`src/common/serdes_macros.svh`:
```
`ifndef SERDES_MACROS_SVH
`define SERDES_MACROS_SVH

// voltage sample width, signed
`define SERDES_SIGNAL_RESOLUTION 8

// gap between adjacent pam-4 levels, gives -84/-28/+28/+84
`define SERDES_SYMBOL_SEPARATION 56

`define SERDES_PULSE_LENGTH 2       // channel taps, cursor + one post-cursor
`define SERDES_COEF_SHIFT   6       // tap fraction bits, 64 is unity gain

// shared by generator and checker so both start in step
`define SERDES_PRBS_SEED 31'b1101000101011010010010100011111

`define SERDES_COUNT_WIDTH 32       // bit and error counters

`endif

```
`src/common/serdes_pkg.sv`:
```
`include "serdes_macros.svh"

package serdes_pkg;

    typedef logic [1:0] pair_t;     // msb is the earlier prbs bit

    typedef logic signed [`SERDES_SIGNAL_RESOLUTION-1:0] level_t;
    typedef logic signed [`SERDES_SIGNAL_RESOLUTION-1:0] coef_t;   // q1.6 style, 64 = 1.0

    // two data bits per symbol
    typedef struct packed {
        pair_t pair;
        logic  valid;
    } bits_s;

    // one voltage sample on the line
    typedef struct packed {
        level_t level;
        logic   valid;
    } sample_s;

    // tap load word from outside, taken in order
    typedef struct packed {
        logic  valid;
        coef_t coef;
    } coef_load_s;

    // indexed tap write into the channel
    typedef struct packed {
        logic                                   write;
        logic [$clog2(`SERDES_PULSE_LENGTH)-1:0] index;
        coef_t                                  coef;
    } tap_write_s;

    typedef enum logic [1:0] {
        LINK_IDLE = 2'd0,   // waiting for load_start
        LINK_LOAD = 2'd1,   // taking tap words
        LINK_RUN  = 2'd2    // pattern flowing
    } link_state_e;

endpackage

```
`src/channel/isi_channel.sv`:
```
`timescale 1ns/1ps
`include "serdes_macros.svh"

module isi_channel (
    input  logic                   clock,
    input  logic                   reset_n,
    input  serdes_pkg::tap_write_s tap_write,
    input  serdes_pkg::sample_s    sample_in,
    output serdes_pkg::sample_s    sample_out
);

    localparam int RES = `SERDES_SIGNAL_RESOLUTION;
    localparam int ACC_W = 2 * RES + 1;     // two products plus carry

    localparam logic signed [ACC_W-1:0] SAT_MAX = (2 ** (RES - 1)) - 1;
    localparam logic signed [ACC_W-1:0] SAT_MIN = -(2 ** (RES - 1));

    serdes_pkg::coef_t  taps [`SERDES_PULSE_LENGTH];    // [0] cursor, [1] post-cursor
    serdes_pkg::level_t prev_level;                     // last valid input

    logic signed [ACC_W-1:0] acc;
    logic signed [ACC_W-1:0] scaled;
    serdes_pkg::level_t      clipped;

    always_comb begin
        // signed operands extend to ACC_W before the multiply
        acc    = sample_in.level * taps[0] + prev_level * taps[1];
        scaled = acc >>> `SERDES_COEF_SHIFT;    // drop fraction bits
        if (scaled > SAT_MAX)
            clipped = SAT_MAX[RES-1:0];
        else if (scaled < SAT_MIN)
            clipped = SAT_MIN[RES-1:0];
        else
            clipped = scaled[RES-1:0];
    end

    always_ff @(posedge clock) begin
        if (!reset_n) begin
            for (int i = 0; i < `SERDES_PULSE_LENGTH; i++)
                taps[i] <= '0;
            prev_level       <= '0;     // channel starts quiet
            sample_out.valid <= 1'b0;
        end else begin
            if (tap_write.write)
                taps[tap_write.index] <= tap_write.coef;
            if (sample_in.valid)
                prev_level <= sample_in.level;  // history only moves on real symbols
            sample_out.valid <= sample_in.valid;
        end
        sample_out.level <= clipped;
    end

    // unity cursor with no post-cursor passes each sample straight through
    a_unity_passthrough: assert property (@(posedge clock) disable iff (!reset_n)
        sample_in.valid && taps[0] == (1 << `SERDES_COEF_SHIFT) && taps[1] == '0
        |=> sample_out.level == $past(sample_in.level))
        else $error("unity channel altered a sample");

endmodule

```
`src/checker/prbs31_checker.sv`:
```
`timescale 1ns/1ps
`include "serdes_macros.svh"

module prbs31_checker (
    input  logic                           clock,
    input  logic                           reset_n,
    input  serdes_pkg::bits_s              bits_in,
    output logic [`SERDES_COUNT_WIDTH-1:0] bit_count,
    output logic [`SERDES_COUNT_WIDTH-1:0] error_count
);

    logic [30:0]       sr;          // local copy of the tx lfsr
    serdes_pkg::pair_t expected;
    serdes_pkg::pair_t diff;
    logic [1:0]        pair_errors; // 0, 1 or 2

    assign expected    = {sr[30] ^ sr[27], sr[29] ^ sr[26]};   // next two bits
    assign diff        = bits_in.pair ^ expected;
    assign pair_errors = {1'b0, diff[1]} + {1'b0, diff[0]};

    always_ff @(posedge clock) begin
        if (!reset_n) begin
            sr          <= `SERDES_PRBS_SEED;
            bit_count   <= '0;
            error_count <= '0;
        end else if (bits_in.valid) begin
            // free-running reference, no resync on errors
            sr          <= {sr[28:0], expected};
            bit_count   <= bit_count + `SERDES_COUNT_WIDTH'(2);
            error_count <= error_count + `SERDES_COUNT_WIDTH'(pair_errors);
        end
    end

    a_errors_bounded: assert property (@(posedge clock) disable iff (!reset_n)
        error_count <= bit_count)
        else $error("error_count above bit_count");

endmodule

```
`src/logic/link_control.sv`:
```
`timescale 1ns/1ps
`include "serdes_macros.svh"

module link_control (
    input  logic                   clock,
    input  logic                   reset_n,
    input  logic                   load_start,
    input  serdes_pkg::coef_load_s coef_load,
    input  logic                   prbs_en,
    output serdes_pkg::tap_write_s tap_write,
    output logic                   run_enable,
    output logic                   load_done
);

    serdes_pkg::link_state_e state;
    logic [$clog2(`SERDES_PULSE_LENGTH)-1:0] tap_idx;   // next tap to write

    always_ff @(posedge clock) begin
        if (!reset_n) begin
            state           <= serdes_pkg::LINK_IDLE;
            tap_idx         <= '0;
            tap_write.write <= 1'b0;
        end else begin
            tap_write.write <= 1'b0;                   // single-cycle strobe
            case (state)
                serdes_pkg::LINK_IDLE: begin
                    if (load_start)
                        state <= serdes_pkg::LINK_LOAD;
                end
                serdes_pkg::LINK_LOAD: begin
                    if (coef_load.valid) begin
                        tap_write.write <= 1'b1;
                        tap_idx         <= tap_idx + 1'b1;
                        // last tap taken, open the gate
                        if (tap_idx == `SERDES_PULSE_LENGTH - 1)
                            state <= serdes_pkg::LINK_RUN;
                    end
                end
                serdes_pkg::LINK_RUN: state <= serdes_pkg::LINK_RUN;   // sticky until reset
                default: state <= serdes_pkg::LINK_IDLE;
            endcase
        end
        // payload rides along with the strobe
        tap_write.index <= tap_idx;
        tap_write.coef  <= coef_load.coef;
    end

    assign load_done  = (state == serdes_pkg::LINK_RUN);
    assign run_enable = load_done && prbs_en;   // pattern only after taps are in

    // gate opens on the edge that sends the last tap out
    a_gate_after_last_tap: assert property (@(posedge clock) disable iff (!reset_n)
        $rose(load_done) |-> tap_write.write
                             && tap_write.index == `SERDES_PULSE_LENGTH - 1)
        else $error("pattern gate opened before the last tap write");

endmodule

```
`src/logic/prbs31_gen.sv`:
```
`timescale 1ns/1ps
`include "serdes_macros.svh"

module prbs31_gen (
    input  logic              clock,
    input  logic              reset_n,
    input  logic              run_enable,
    output serdes_pkg::bits_s bits_out
);

    logic [30:0] sr;            // fibonacci lfsr, x^31 + x^28 + 1
    logic        bit_first;     // first step feedback
    logic        bit_second;    // second step feedback

    // two steps unrolled, second uses the shifted register
    assign bit_first  = sr[30] ^ sr[27];
    assign bit_second = sr[29] ^ sr[26];

    always_ff @(posedge clock) begin
        if (!reset_n) begin
            sr             <= `SERDES_PRBS_SEED;
            bits_out.valid <= 1'b0;
        end else begin
            bits_out.valid <= run_enable;
            if (run_enable)
                sr <= {sr[28:0], bit_first, bit_second};   // shift in both new bits
        end
        bits_out.pair <= {bit_first, bit_second};          // msb first
    end

endmodule

```
`src/logic/serdes_link.sv`:
```
`timescale 1ns/1ps
`include "serdes_macros.svh"

module serdes_link (
    input  logic                           clock,
    input  logic                           reset_n,
    input  logic                           prbs_en,
    input  logic                           load_start,
    input  serdes_pkg::coef_load_s         coef_load,
    output logic                           load_done,
    output logic [`SERDES_COUNT_WIDTH-1:0] bit_count,
    output logic [`SERDES_COUNT_WIDTH-1:0] error_count
);

    serdes_pkg::tap_write_s tap_write;      // control -> channel
    logic                   run_enable;     // control -> generator
    serdes_pkg::bits_s      tx_bits;        // generator -> transmitter
    serdes_pkg::sample_s    tx_sample;      // transmitter -> channel
    serdes_pkg::sample_s    rx_sample;      // channel -> receiver
    serdes_pkg::bits_s      rx_bits;        // receiver -> checker

    link_control u_link_control (
        .clock      (clock),
        .reset_n    (reset_n),
        .load_start (load_start),
        .coef_load  (coef_load),
        .prbs_en    (prbs_en),
        .tap_write  (tap_write),
        .run_enable (run_enable),
        .load_done  (load_done)
    );

    prbs31_gen u_prbs31_gen (
        .clock      (clock),
        .reset_n    (reset_n),
        .run_enable (run_enable),
        .bits_out   (tx_bits)
    );

    pam4_transmitter u_pam4_transmitter (
        .clock      (clock),
        .reset_n    (reset_n),
        .bits_in    (tx_bits),
        .sample_out (tx_sample)
    );

    isi_channel u_isi_channel (
        .clock      (clock),
        .reset_n    (reset_n),
        .tap_write  (tap_write),
        .sample_in  (tx_sample),
        .sample_out (rx_sample)
    );

    pam4_receiver u_pam4_receiver (
        .clock      (clock),
        .reset_n    (reset_n),
        .sample_in  (rx_sample),
        .bits_out   (rx_bits)
    );

    prbs31_checker u_prbs31_checker (
        .clock       (clock),
        .reset_n     (reset_n),
        .bits_in     (rx_bits),
        .bit_count   (bit_count),
        .error_count (error_count)
    );

endmodule

```
`src/receiver/pam4_receiver.sv`:
```
`timescale 1ns/1ps
`include "serdes_macros.svh"

module pam4_receiver (
    input  logic                clock,
    input  logic                reset_n,
    input  serdes_pkg::sample_s sample_in,
    output serdes_pkg::bits_s   bits_out
);

    // thresholds sit halfway between levels, -56 / 0 / +56
    localparam int THRESH = `SERDES_SYMBOL_SEPARATION;

    logic [1:0]        symbol;      // sliced level index
    serdes_pkg::pair_t pair;

    always_comb begin
        // ties go to the upper level
        if (sample_in.level >= THRESH)
            symbol = 2'd3;
        else if (sample_in.level >= 0)
            symbol = 2'd2;
        else if (sample_in.level >= -THRESH)
            symbol = 2'd1;
        else
            symbol = 2'd0;
    end

    // undo gray, 0->00 1->01 2->11 3->10
    assign pair = {symbol[1], symbol[1] ^ symbol[0]};

    always_ff @(posedge clock) begin
        if (!reset_n)
            bits_out.valid <= 1'b0;
        else
            bits_out.valid <= sample_in.valid;
        bits_out.pair <= pair;
    end

endmodule

```
`src/transmitter/pam4_transmitter.sv`:
```
`timescale 1ns/1ps
`include "serdes_macros.svh"

module pam4_transmitter (
    input  logic                clock,
    input  logic                reset_n,
    input  serdes_pkg::bits_s   bits_in,
    output serdes_pkg::sample_s sample_out
);

    localparam int OUTER = 3 * `SERDES_SYMBOL_SEPARATION / 2;   // 84
    localparam int INNER = `SERDES_SYMBOL_SEPARATION / 2;       // 28

    logic [1:0]         symbol;     // level index 0..3
    serdes_pkg::level_t voltage;

    // gray: 00->0, 01->1, 11->2, 10->3
    assign symbol = {bits_in.pair[1], bits_in.pair[1] ^ bits_in.pair[0]};

    always_comb begin
        case (symbol)
            2'd0:    voltage = serdes_pkg::level_t'(-OUTER);
            2'd1:    voltage = serdes_pkg::level_t'(-INNER);
            2'd2:    voltage = serdes_pkg::level_t'(INNER);
            default: voltage = serdes_pkg::level_t'(OUTER);
        endcase
    end

    always_ff @(posedge clock) begin
        if (!reset_n)
            sample_out.valid <= 1'b0;
        else
            sample_out.valid <= bits_in.valid;
        sample_out.level <= voltage;    // no reset on the data path
    end

endmodule
```
`config.mk`:
```
export PLATFORM = sky130hd
export DESIGN_NAME = serdes_link
export DESIGN_NICKNAME = d
export VERILOG_FILES = /design/src/common/serdes_pkg.sv /design/src/channel/isi_channel.sv /design/src/checker/prbs31_checker.sv /design/src/logic/link_control.sv /design/src/logic/prbs31_gen.sv /design/src/logic/serdes_link.sv /design/src/receiver/pam4_receiver.sv /design/src/transmitter/pam4_transmitter.sv
export VERILOG_INCLUDE_DIRS = /design/src /design/src/common
export SDC_FILE = /design/constraint.sdc
export NUM_CORES = 1
export LEC_CHECK = 0
export BUFFER_PORTS_ARGS = -buffer_cell sky130_fd_sc_hd__buf_2
export CORE_MARGIN = 2
export CORE_UTILIZATION = 44
export CTS_CLUSTER_SIZE = 30
export DETAILED_ROUTE_END_ITERATION = 12
export GPL_ROUTABILITY_DRIVEN = 0
export PLACE_DENSITY = 0.64
export SETUP_SLACK_MARGIN = 0.1
export SYNTH_ARGS = -nofsm -noshare
export SYNTH_HDL_FRONTEND = slang
export SYNTH_SLANG_ARGS = --single-unit
```
`constraint.sdc`:
```
create_clock -name clock -period 15.75 [get_ports clock]
set_clock_uncertainty 0.15 [all_clocks]
set_input_delay 2.3625 -clock clock [delete_from_list [all_inputs] [get_ports clock]]
set_output_delay 2.3625 -clock clock [all_outputs]
set_load 0.005 [all_outputs]
```
==> results of run 1 <==
[worst min-delay path by stage]
stage,end,slack (ps),depth (start not counted)
final,u_link_control.tap_write[8],230,0
after detailed placement,u_link_control.tap_write[8],220,0
after CTS,u_link_control.tap_write[8],230,0
after global placement,u_link_control.tap_write[8],220,0
after global routing,u_link_control.tap_write[8],240,0
after floorplan,u_link_control.tap_write[8],210,0
[worst max-delay path: stages, from the launching register on]
cell,delay [ps]
sky130_fd_sc_hd__dfxtp_1,470
sky130_fd_sc_hd__and2_1,480
sky130_fd_sc_hd__fa_1,520
sky130_fd_sc_hd__fa_1,520
sky130_fd_sc_hd__inv_1,50
sky130_fd_sc_hd__fa_1,480
sky130_fd_sc_hd__inv_1,60
sky130_fd_sc_hd__fa_1,500
sky130_fd_sc_hd__fa_1,540
sky130_fd_sc_hd__inv_1,50
sky130_fd_sc_hd__fa_1,530
sky130_fd_sc_hd__inv_1,40
sky130_fd_sc_hd__ha_1,320
sky130_fd_sc_hd__nor3_1,280
sky130_fd_sc_hd__nor2_1,140
sky130_fd_sc_hd__a41oi_1,400
sky130_fd_sc_hd__o31ai_4,120
sky130_fd_sc_hd__xnor2_1,520
sky130_fd_sc_hd__o21ai_0,190
sky130_fd_sc_hd__a21oi_1,170
[logic make-up after synthesis]
logic type | after synthesis
and+or+nand+nor | 389
buffers and inverters | 199
DFF | 176
adders and majority gates | 170
xor gates and xnor gates | 81
AOI/OAI and AO/OA | 70
muxes | 39
other | 1
[power groups by stage]
| stage | Combinational [mW] | Clock [mW] | Sequential, mW |
|---|---|---|---|
| 5_1_grt | 2.15 | 0.483 | 0.534 |
| 6_report | 1.89 | 0.452 | 0.530 |
| 3_5_place_dp | 1.91 | 0 | 0.540 |
| 2_1_floorplan | 1.65 | 0 | 0.525 |
| 3_3_place_gp | 1.85 | 0 | 0.539 |
| 4_1_cts | 1.92 | 0.463 | 0.530 |
[cell usage in the layout, fill, tap and decap left out, drive strengths merged, types with 3 or more instances in the layout]
| cell type | instances |
|---|---|
| clkbuf | 18 |
| fa | 117 |
| xnor2 | 63 |
| nand3 | 39 |
| xor2 | 18 |
| dfxtp | 160 |
| and2 | 117 |
| inv | 166 |
| nor2 | 23 |
| a21oi | 10 |
| nor3 | 7 |
| and3 | 12 |
| mux2i | 39 |
| and4 | 3 |
| clkinv | 4 |
| or3 | 9 |
| buf | 78 |
| nand2b | 3 |
| a31oi | 4 |
| o21ai | 19 |
| ha | 53 |
| nand4 | 19 |
| edfxtp | 16 |
| a21boi | 23 |
| nor2b | 24 |
| nand2 | 127 |
| bufinv | 4 |
[cell type report]
type                            count  area, µm²
Fill cell                        2331      12580
Multi-Input combinational cell    750       6648
Sequential cell                   176       3685
Inverter                          161      604.3
Clock buffer                       18      429.2
Tap cell                          330      412.9
Timing Repair Buffer               78      397.9
Clock inverter                     14      202.7
[metal layers]
metal	share of wire	wire [µm]	track usage	vias to the layer above
met1	0.49	10060	0.2216	3474
met4	0.010	208	0.03660	0
met2	0.47	9675	0.2756	77
li1	-	-	-	3643
met3	0.029	598	0.03871	16
met5	0	0	0	-
[flip-flops by register name, summed over array words and instances, names as in the netlist, 3 cells and up]
name,count
u_isi_channel.sample_out,6
u_pam4_receiver.bits_out,3
u_isi_channel.taps,16
u_prbs31_gen.bits_out,3
u_prbs31_checker.sr,31
u_prbs31_gen.sr,31
u_isi_channel.prev_level,5
u_prbs31_checker.error_count,32
u_pam4_transmitter.sample_out,5
u_link_control.tap_write,10
u_prbs31_checker.bit_count,31
[metrics by stage]
step / std cells / hold WS [ps] / area [µm²] / util
3_3_place_gp: 1495 / 222.7 / 11750 / 0.4706
5_1_grt: 1527 / 235.6 / 12380 / 0.4959
2_1_floorplan: 1125 / 210.6 / 11090 / -
4_1_cts: 1527 / 228.3 / 12380 / 0.4959
6_report: 1527 / 229.2 / 12380 / 0.4959
3_5_place_dp: 1495 / 221.0 / 11750 / 0.4706
==> run summary, run 1 <==
The tools report the critical path endpoint as u_isi_channel.sample_out[4]. Yosys instantiated no cell more often than sky130_fd_sc_hd__inv_1. The mux share of post-synthesis cell area is 0.03519.

The clock net in this run drives a total of 176 sinks. The average via count per standard cell came out at 4.722. Max-capacitance violation count: 0. At the worst endpoint, the arrival time is 6780 ps. The width of the chip is 162.8 µm. The H-tree was split into 4 levels. The flow ran to the end, and the final reports show no timing, DRC or antenna violations. The area share of xor/xnor cells in the synthesized design is 0.06463, and the combinational share of power is 0.659. Adder-cell area share of the yosys netlist: 0.2709. In this run the critical register-to-register path is captured at u_isi_channel.sample_out[4]. No sink is reached through more buffers than the 2 on the longest clock path.

In the post-synthesis netlist, the biggest area contributors are sky130_fd_sc_hd__dfxtp_1, sky130_fd_sc_hd__fa_1, sky130_fd_sc_hd__and2_1, sky130_fd_sc_hd__ha_1, sky130_fd_sc_hd__inv_1. The via count of the first global-routing pass was 7424; the peak supply drop was 409.3 µV. STA puts the critical path data required time at 15960 ps. At the later pin of the worst-skew pair, clock insertion delay measures 420 ps. The run gives 0 as the number of gates given a new drive strength after cts. Entering global routing, the biggest net connects 117 pins. The worst setup path is launched from a flip-flop. The cell leakage power was 5.557 nW; the global routing usage summed across all routing layers was 0.1660. The logs give 58 for the row count and 9177 ps for the worst setup slack after layout.

Cell accounting for the most synthesized area: sky130_fd_sc_hd__dfxtp_1. The count of nets left with antenna violations after detail routing is 0, and the switching power summed over all nets is 1.316 mW. TritonCTS built the clock tree.

Yosys printed 0 warnings. The most instantiated flip-flop cell in the synthesis netlist is sky130_fd_sc_hd__dfxtp_1. In this run, CTS created clock tree buffers numbering 17. Setup repair after global routing left no endpoint under its margin. The sequential fraction of design power was 0.184; the sum of overflow across all layers after global routing was 0. The top-area cell type share of the netlist area works out to 0.2887. The tools report the fraction of power consumed by the clock network as 0.157.

The relative slew slack came out at 0.1499. Layout net count: 1367. After detailed routing, the number of remaining DRC violations is 0. The final critical-path share of the clock period is 0.4173.

For the worst flop-to-flop path, the logic depth is 19. The launching point of the worst reg2reg path was u_isi_channel.prev_level[5]. After the first detailed-routing iteration, the DRC count stood at 329.

Internal power comes to 1.559 mW. The tools report the startpoint of the most critical hold path as u_link_control.tap_idx. In this run the worst hold path is classified as reg -> reg. After layout, the design draws a total of 2.875 mW. The area of the core region was 0.02496 mm².

The tools report the endpoint type of the worst setup path as a flip-flop. The first global-routing pass estimated 35540 µm of wire. Setup violations remaining at the end of the flow were counted as 0.

The type of the worst setup path is reg -> reg. The number of port buffers is 76. 78 I/O pins were placed.

After detailed routing, the total wire length is 20540 µm. At the placement stage, the worst setup path has a slack of 9180 ps. The first-pass detailed-route iteration total was 4. Netlist area before placement: 0.01109 mm².

The antenna diode count came out at 0. The transition time of the tightest slew-check pin works out to 1262 ps. A synthesized cell averages 9.861 µm². The simple-gate share of the synthesized area works out to 0.1843.

For this run, the top clock speed supported by timing is 152.1 MHz. After technology mapping, the gate count stands at 1125. The largest fanout on the critical path came out at 10.

For the register area share after synthesis, the log shows 0.3321. Clock tree synthesis selected as its root buffer the cell sky130_fd_sc_hd__clkbuf_16. The worst path needs 6573 ps of the cycle, external delays included. The area growth from synthesis to layout is 11.60%. The total power per unit cell area works out to 232.2 mW/mm². For the final routed database, the setup TNS stands at 0 ps.

The setup slack of the most critical reg-to-reg path is 9180 ps. The total setup buffers inserted after CTS was 0. The run gives 7210 as the total number of vias.

Floorplan die area: 0.02650 mm². The timing startpoint of the critical path was u_isi_channel.prev_level[5]. The tools report the number of distinct library cell variants in the gate-level netlist after synthesis as 55. The final hold violation count is 0. Combinational family with the most area after synthesis: adder cells. The fraction of the mapped netlist area in compound gates is 0.04388, and the average routed wire per standard cell is 13.45 µm.

Clock-pin slew was measured on the worst setup and hold paths at 70 ps. Detailed placement ended at an HPWL of 15950 µm. The run gives 0 as the max-slew violation count.

The synthesized design contains 16 enable-type register cells. Synthesis inferred 176 register bits. Synthesis produced a netlist with a net count of 1308. Counting instances in the post-synthesis netlist gives the leading cell types as sky130_fd_sc_hd__inv_1, sky130_fd_sc_hd__dfxtp_1, sky130_fd_sc_hd__nand2_1. The layout cell share with drive strength beyond 1 is 0.1003. The fraction of registers with async set or reset after synthesis is 0, and the count of hold-fix buffers inserted at cts is 0. The overall die height is 162.8 µm, and the initial antenna violation count is 1. For the starting utilization of the core area, the log shows 0.4444. The switching fraction of total power was 0.4577.
Power figures use the tool's default switching activity.
==> inputs of run 2 (changes only) <==
--- a/config.mk
+++ b/config.mk
@@ -12,7 +12,7 @@
 export CTS_CLUSTER_SIZE = 30
 export DETAILED_ROUTE_END_ITERATION = 12
 export GPL_ROUTABILITY_DRIVEN = 0
-export PLACE_DENSITY = 0.64
+export PLACE_DENSITY = 0.67
 export SETUP_SLACK_MARGIN = 0.1
 export SYNTH_ARGS = -nofsm -noshare
 export SYNTH_HDL_FRONTEND = slang
==> constraint.sdc (replaced) <==
create_clock -name clock -period 5.5 [get_ports clock]
set_clock_uncertainty 0.15 [all_clocks]
set_input_delay 0.825 -clock clock [delete_from_list [all_inputs] [get_ports clock]]
set_output_delay 0.825 -clock clock [all_outputs]
set_load 0.005 [all_outputs]
==> run 2 against run 1 <==
Effect of this change: the run now ends with negative setup slack left; register-to-register slack got worse by 9400 ps; critical path depth increased by 2; non-clock buffer count is 64 higher; wire length rose by 3.5%; count of clock-buffer cells in the layout up 1; flip-flop and latch count is the same; global-route usage increased by 0.52 points; final cell count up 4.3%; first-iteration DRC count increased by 7.6%; maximum frequency up 15%; via count is 4.1% higher; largest cell class unchanged; highest routed layer unchanged.
==> run summary, run 2 (same netlist as run 1, synthesis figures left out) <==
The HPWL after detailed placement was 16070 µm (+0.75%). The number of top-level design ports is 78 (unchanged). In the layout the commonest cells are sky130_fd_sc_hd__dfxtp_1, sky130_fd_sc_hd__inv_1, sky130_fd_sc_hd__nand2_1.

The width of the chip is 162.8 µm (unchanged), and the antenna diode count is 0 (unchanged). The count of routing violations after the opening detailed-route iteration came out at 354 (+7.6%). The overall die height is 162.8 µm (unchanged).

Clock transition time at the flip-flop clock pins of the worst setup and hold paths: 70 ps (about the same). The logs give 0.3244 (+0.1744) for the relative slew slack and 1432 (+4.8%) for the layout net count. The register with the most flip-flops in the final layout is u_prbs31_checker.error_count.

The largest fanout on the critical path was 4 (-6); the sum of overflow across all layers after global routing was 0 (unchanged). The total negative slack for setup checks was -944.2 ps (-944.2 ps). The number of port buffers came out at 76 (unchanged). The placement-stage worst setup slack came out at -332.9 ps (-9513 ps).

Setup repair after global routing could not meet its margin everywhere. Total length of routed wires: 21270 µm (+3.5%). The tightest min-delay check is of the reg -> reg type. The average via count per standard cell came out at 4.714 (-0.17%).

The total number of vias was 7504 (+4.1%); the post-route DRC violation count was 0 (unchanged). The final critical-path share of the clock period is 1.040 (+0.6229). Clock tree synthesis selected as its root buffer the cell sky130_fd_sc_hd__clkbuf_16. The setup violation total in the final timing report was 5 (+5).

For the later-pin clock latency in the skew report, the log shows 440 ps (+20 ps). Global routing usage summed across all routing layers: 0.1712 (+0.005195). For the filler cell count in the final layout, the log shows 2276 (-2.4%). The number of clock buffers inserted by TritonCTS is 17 (unchanged). The via count of the first global-routing pass was 7737 (+4.2%); the area growth from synthesis to layout was 18.19%.

The number of buffer and inverter instances along the worst setup path came out at 6 (+2). STA classifies the critical path startpoint as a flip-flop. The tools report the largest net degree at the start of global routing as 121 (+3.4%). The tools report the first-pass GRT wire length as 36430 µm (+2.5%).

The layout cell share with drive strength beyond 1 is 0.1926 (+0.09230). On the critical path, the stage with the largest delay is an instance of sky130_fd_sc_hd__fa_1. The area of the core region was 0.02496 mm² (unchanged).

The tools report the max-slew violation count as 0 (unchanged). The initial antenna violation count was 0 (-1); the highest cell delay on the worst timing path was 550 ps (about the same). The average routed wire per standard cell was 13.36 µm (-0.70%). Transition time of the tightest slew-check pin: 1013 ps (-248.3 ps). The row count was 58 (unchanged); the worst setup slack after layout was -221.4 ps (-9398 ps). The tools report the CTS H-tree depth as 4 (unchanged). The type of the worst setup path was reg -> reg. TritonCTS built the clock tree. The final hold violation count was 0 (unchanged). The flow ran to the end, but the final reports show violations. For the first-pass detailed-route iteration total, the log shows 4 (unchanged). The logs give 1592 (+4.3%) for the non-filler instance count after layout and 1549 (+3.6%) for the cell count after placement. The tools report the starting utilization of the core area as 0.4444 (unchanged). The count of nets left with antenna violations after detail routing was 0 (unchanged). The worst path required time was 5660 ps (-10300 ps); the CTS sink count was 176 (unchanged). The largest buffer count on any clock path was 2 (unchanged); the max-capacitance violation count was 0 (unchanged).

The flip-flop count of the largest register, all copies and words added is 32 (unchanged). The final reports fail on negative setup slack. The signal on the critical path passes through and2_4, fa_1, inv_2, fa_1, inv_1, fa_1, fa_1, fa_1, inv_1, fa_1, inv_2, ha_4, a211oi_4, o21ai_1, and3b_4, buf_6, nor2_4, mux2i_4, buf_6, o21ai_2, o21ai_1.

Arrival time of the worst setup path: 5880 ps (-900 ps). Leaving out fill and tap cells, the most frequent cell in the layout is sky130_fd_sc_hd__dfxtp_1. STA classifies the critical path endpoint as a flip-flop. The logs give 174.8 MHz (+15%) for the achievable clock frequency and 0.02650 mm² (unchanged) for the floorplan die area. The minimum hold slack was 233.8 ps (+4.556 ps).

The family with the most delay on the worst path was adder cells. Counting stages on the worst path, the most repeated cell is sky130_fd_sc_hd__fa_1. The final critical path time including I/O delays and setup came out at 5721 ps (-851.5 ps).
==> run 2: cell count changes in the layout (fill, tap and decap cells not counted), sizes merged <==
cell,delta
inv,+1
clkinv,-1
buf,+64
xnor2,+1
bufinv,-4
clkinvlp,+3
clkbuf,+1
==> run 2: final timing paths <==
| kind | startpoint | to | slack, ps | depth (start not counted) |
|---|---|---|---|---|
| setup / recovery | u_isi_channel.taps[0][4] | u_isi_channel.sample_out[7] | -220 | 21 |
| hold / removal | u_link_control.tap_idx | u_link_control.tap_write[8] | 230 | 0 |
| setup reg to reg | u_isi_channel.taps[0][4] | u_isi_channel.sample_out[7] | -220 | 21 |
| hold reg to reg | u_link_control.tap_idx | u_link_control.tap_write[8] | 230 | 0 |
==> run 2: per-layer routing <==
layer / vias to the layer above / GRT usage / share of wire
li1: 3760 / - / -
met1: 3625 / 0.2190 / 0.46
met3: 28 / 0.02801 / 0.025
met4: 0 / 0.05833 / 0.020
met2: 91 / 0.2945 / 0.50
met5: - / 0 / 0
==> run 2: worst register-to-register path, stage by stage (launching register included) <==
cell and delay, ps:
sky130_fd_sc_hd__edfxtp_1 480, sky130_fd_sc_hd__and2_4 220, sky130_fd_sc_hd__fa_1 550, sky130_fd_sc_hd__inv_2 40, sky130_fd_sc_hd__fa_1 490, sky130_fd_sc_hd__inv_1 50, sky130_fd_sc_hd__fa_1 460, sky130_fd_sc_hd__fa_1 510
sky130_fd_sc_hd__fa_1 510, sky130_fd_sc_hd__inv_1 50, sky130_fd_sc_hd__fa_1 490, sky130_fd_sc_hd__inv_2 50, sky130_fd_sc_hd__ha_4 230, sky130_fd_sc_hd__a211oi_4 260, sky130_fd_sc_hd__o21ai_1 90, sky130_fd_sc_hd__and3b_4 330
sky130_fd_sc_hd__buf_6 100, sky130_fd_sc_hd__nor2_4 40, sky130_fd_sc_hd__mux2i_4 210, sky130_fd_sc_hd__buf_6 130, sky130_fd_sc_hd__o21ai_2 90, sky130_fd_sc_hd__o21ai_1 80
==> run 2: timing repair <==
action / in CTS / in global routing
hold buffers: 0 / 0
endpoints found under the setup margin: 5 / 5
pin swaps: 18 / 28
gates resized for setup: 18 / 20
buffers inserted: 7 / 3
gates cloned: 1 / 0
==> run 2: final cells by class <==
| type | instances | area [µm²] | area share |
|---|---|---|---|
| tap | 330 | 412.9 | 0.03149 |
| timing repair buffer | 142 | 913.4 | 0.06966 |
| clock buffer | 19 | 434.2 | 0.03311 |
| clock inverter | 13 | 106.4 | 0.008111 |
| multi-input combinational | 751 | 6950 | 0.5301 |
| inverter | 161 | 604.3 | 0.04609 |
| sequential | 176 | 3690 | 0.2814 |
==> run 2: per-stage QoR <==
stage / area [µm²] / util
after floorplan: 11280 / -
after global placement: 12320 / 0.4934
after global routing: 13110 / 0.5252
final: 13110 / 0.5252
after detailed placement: 12320 / 0.4934
after CTS: 13020 / 0.5216
Power of run 2 is not shown: default switching activity piles up to over one toggle a cycle in this logic, so the estimate is an artifact.
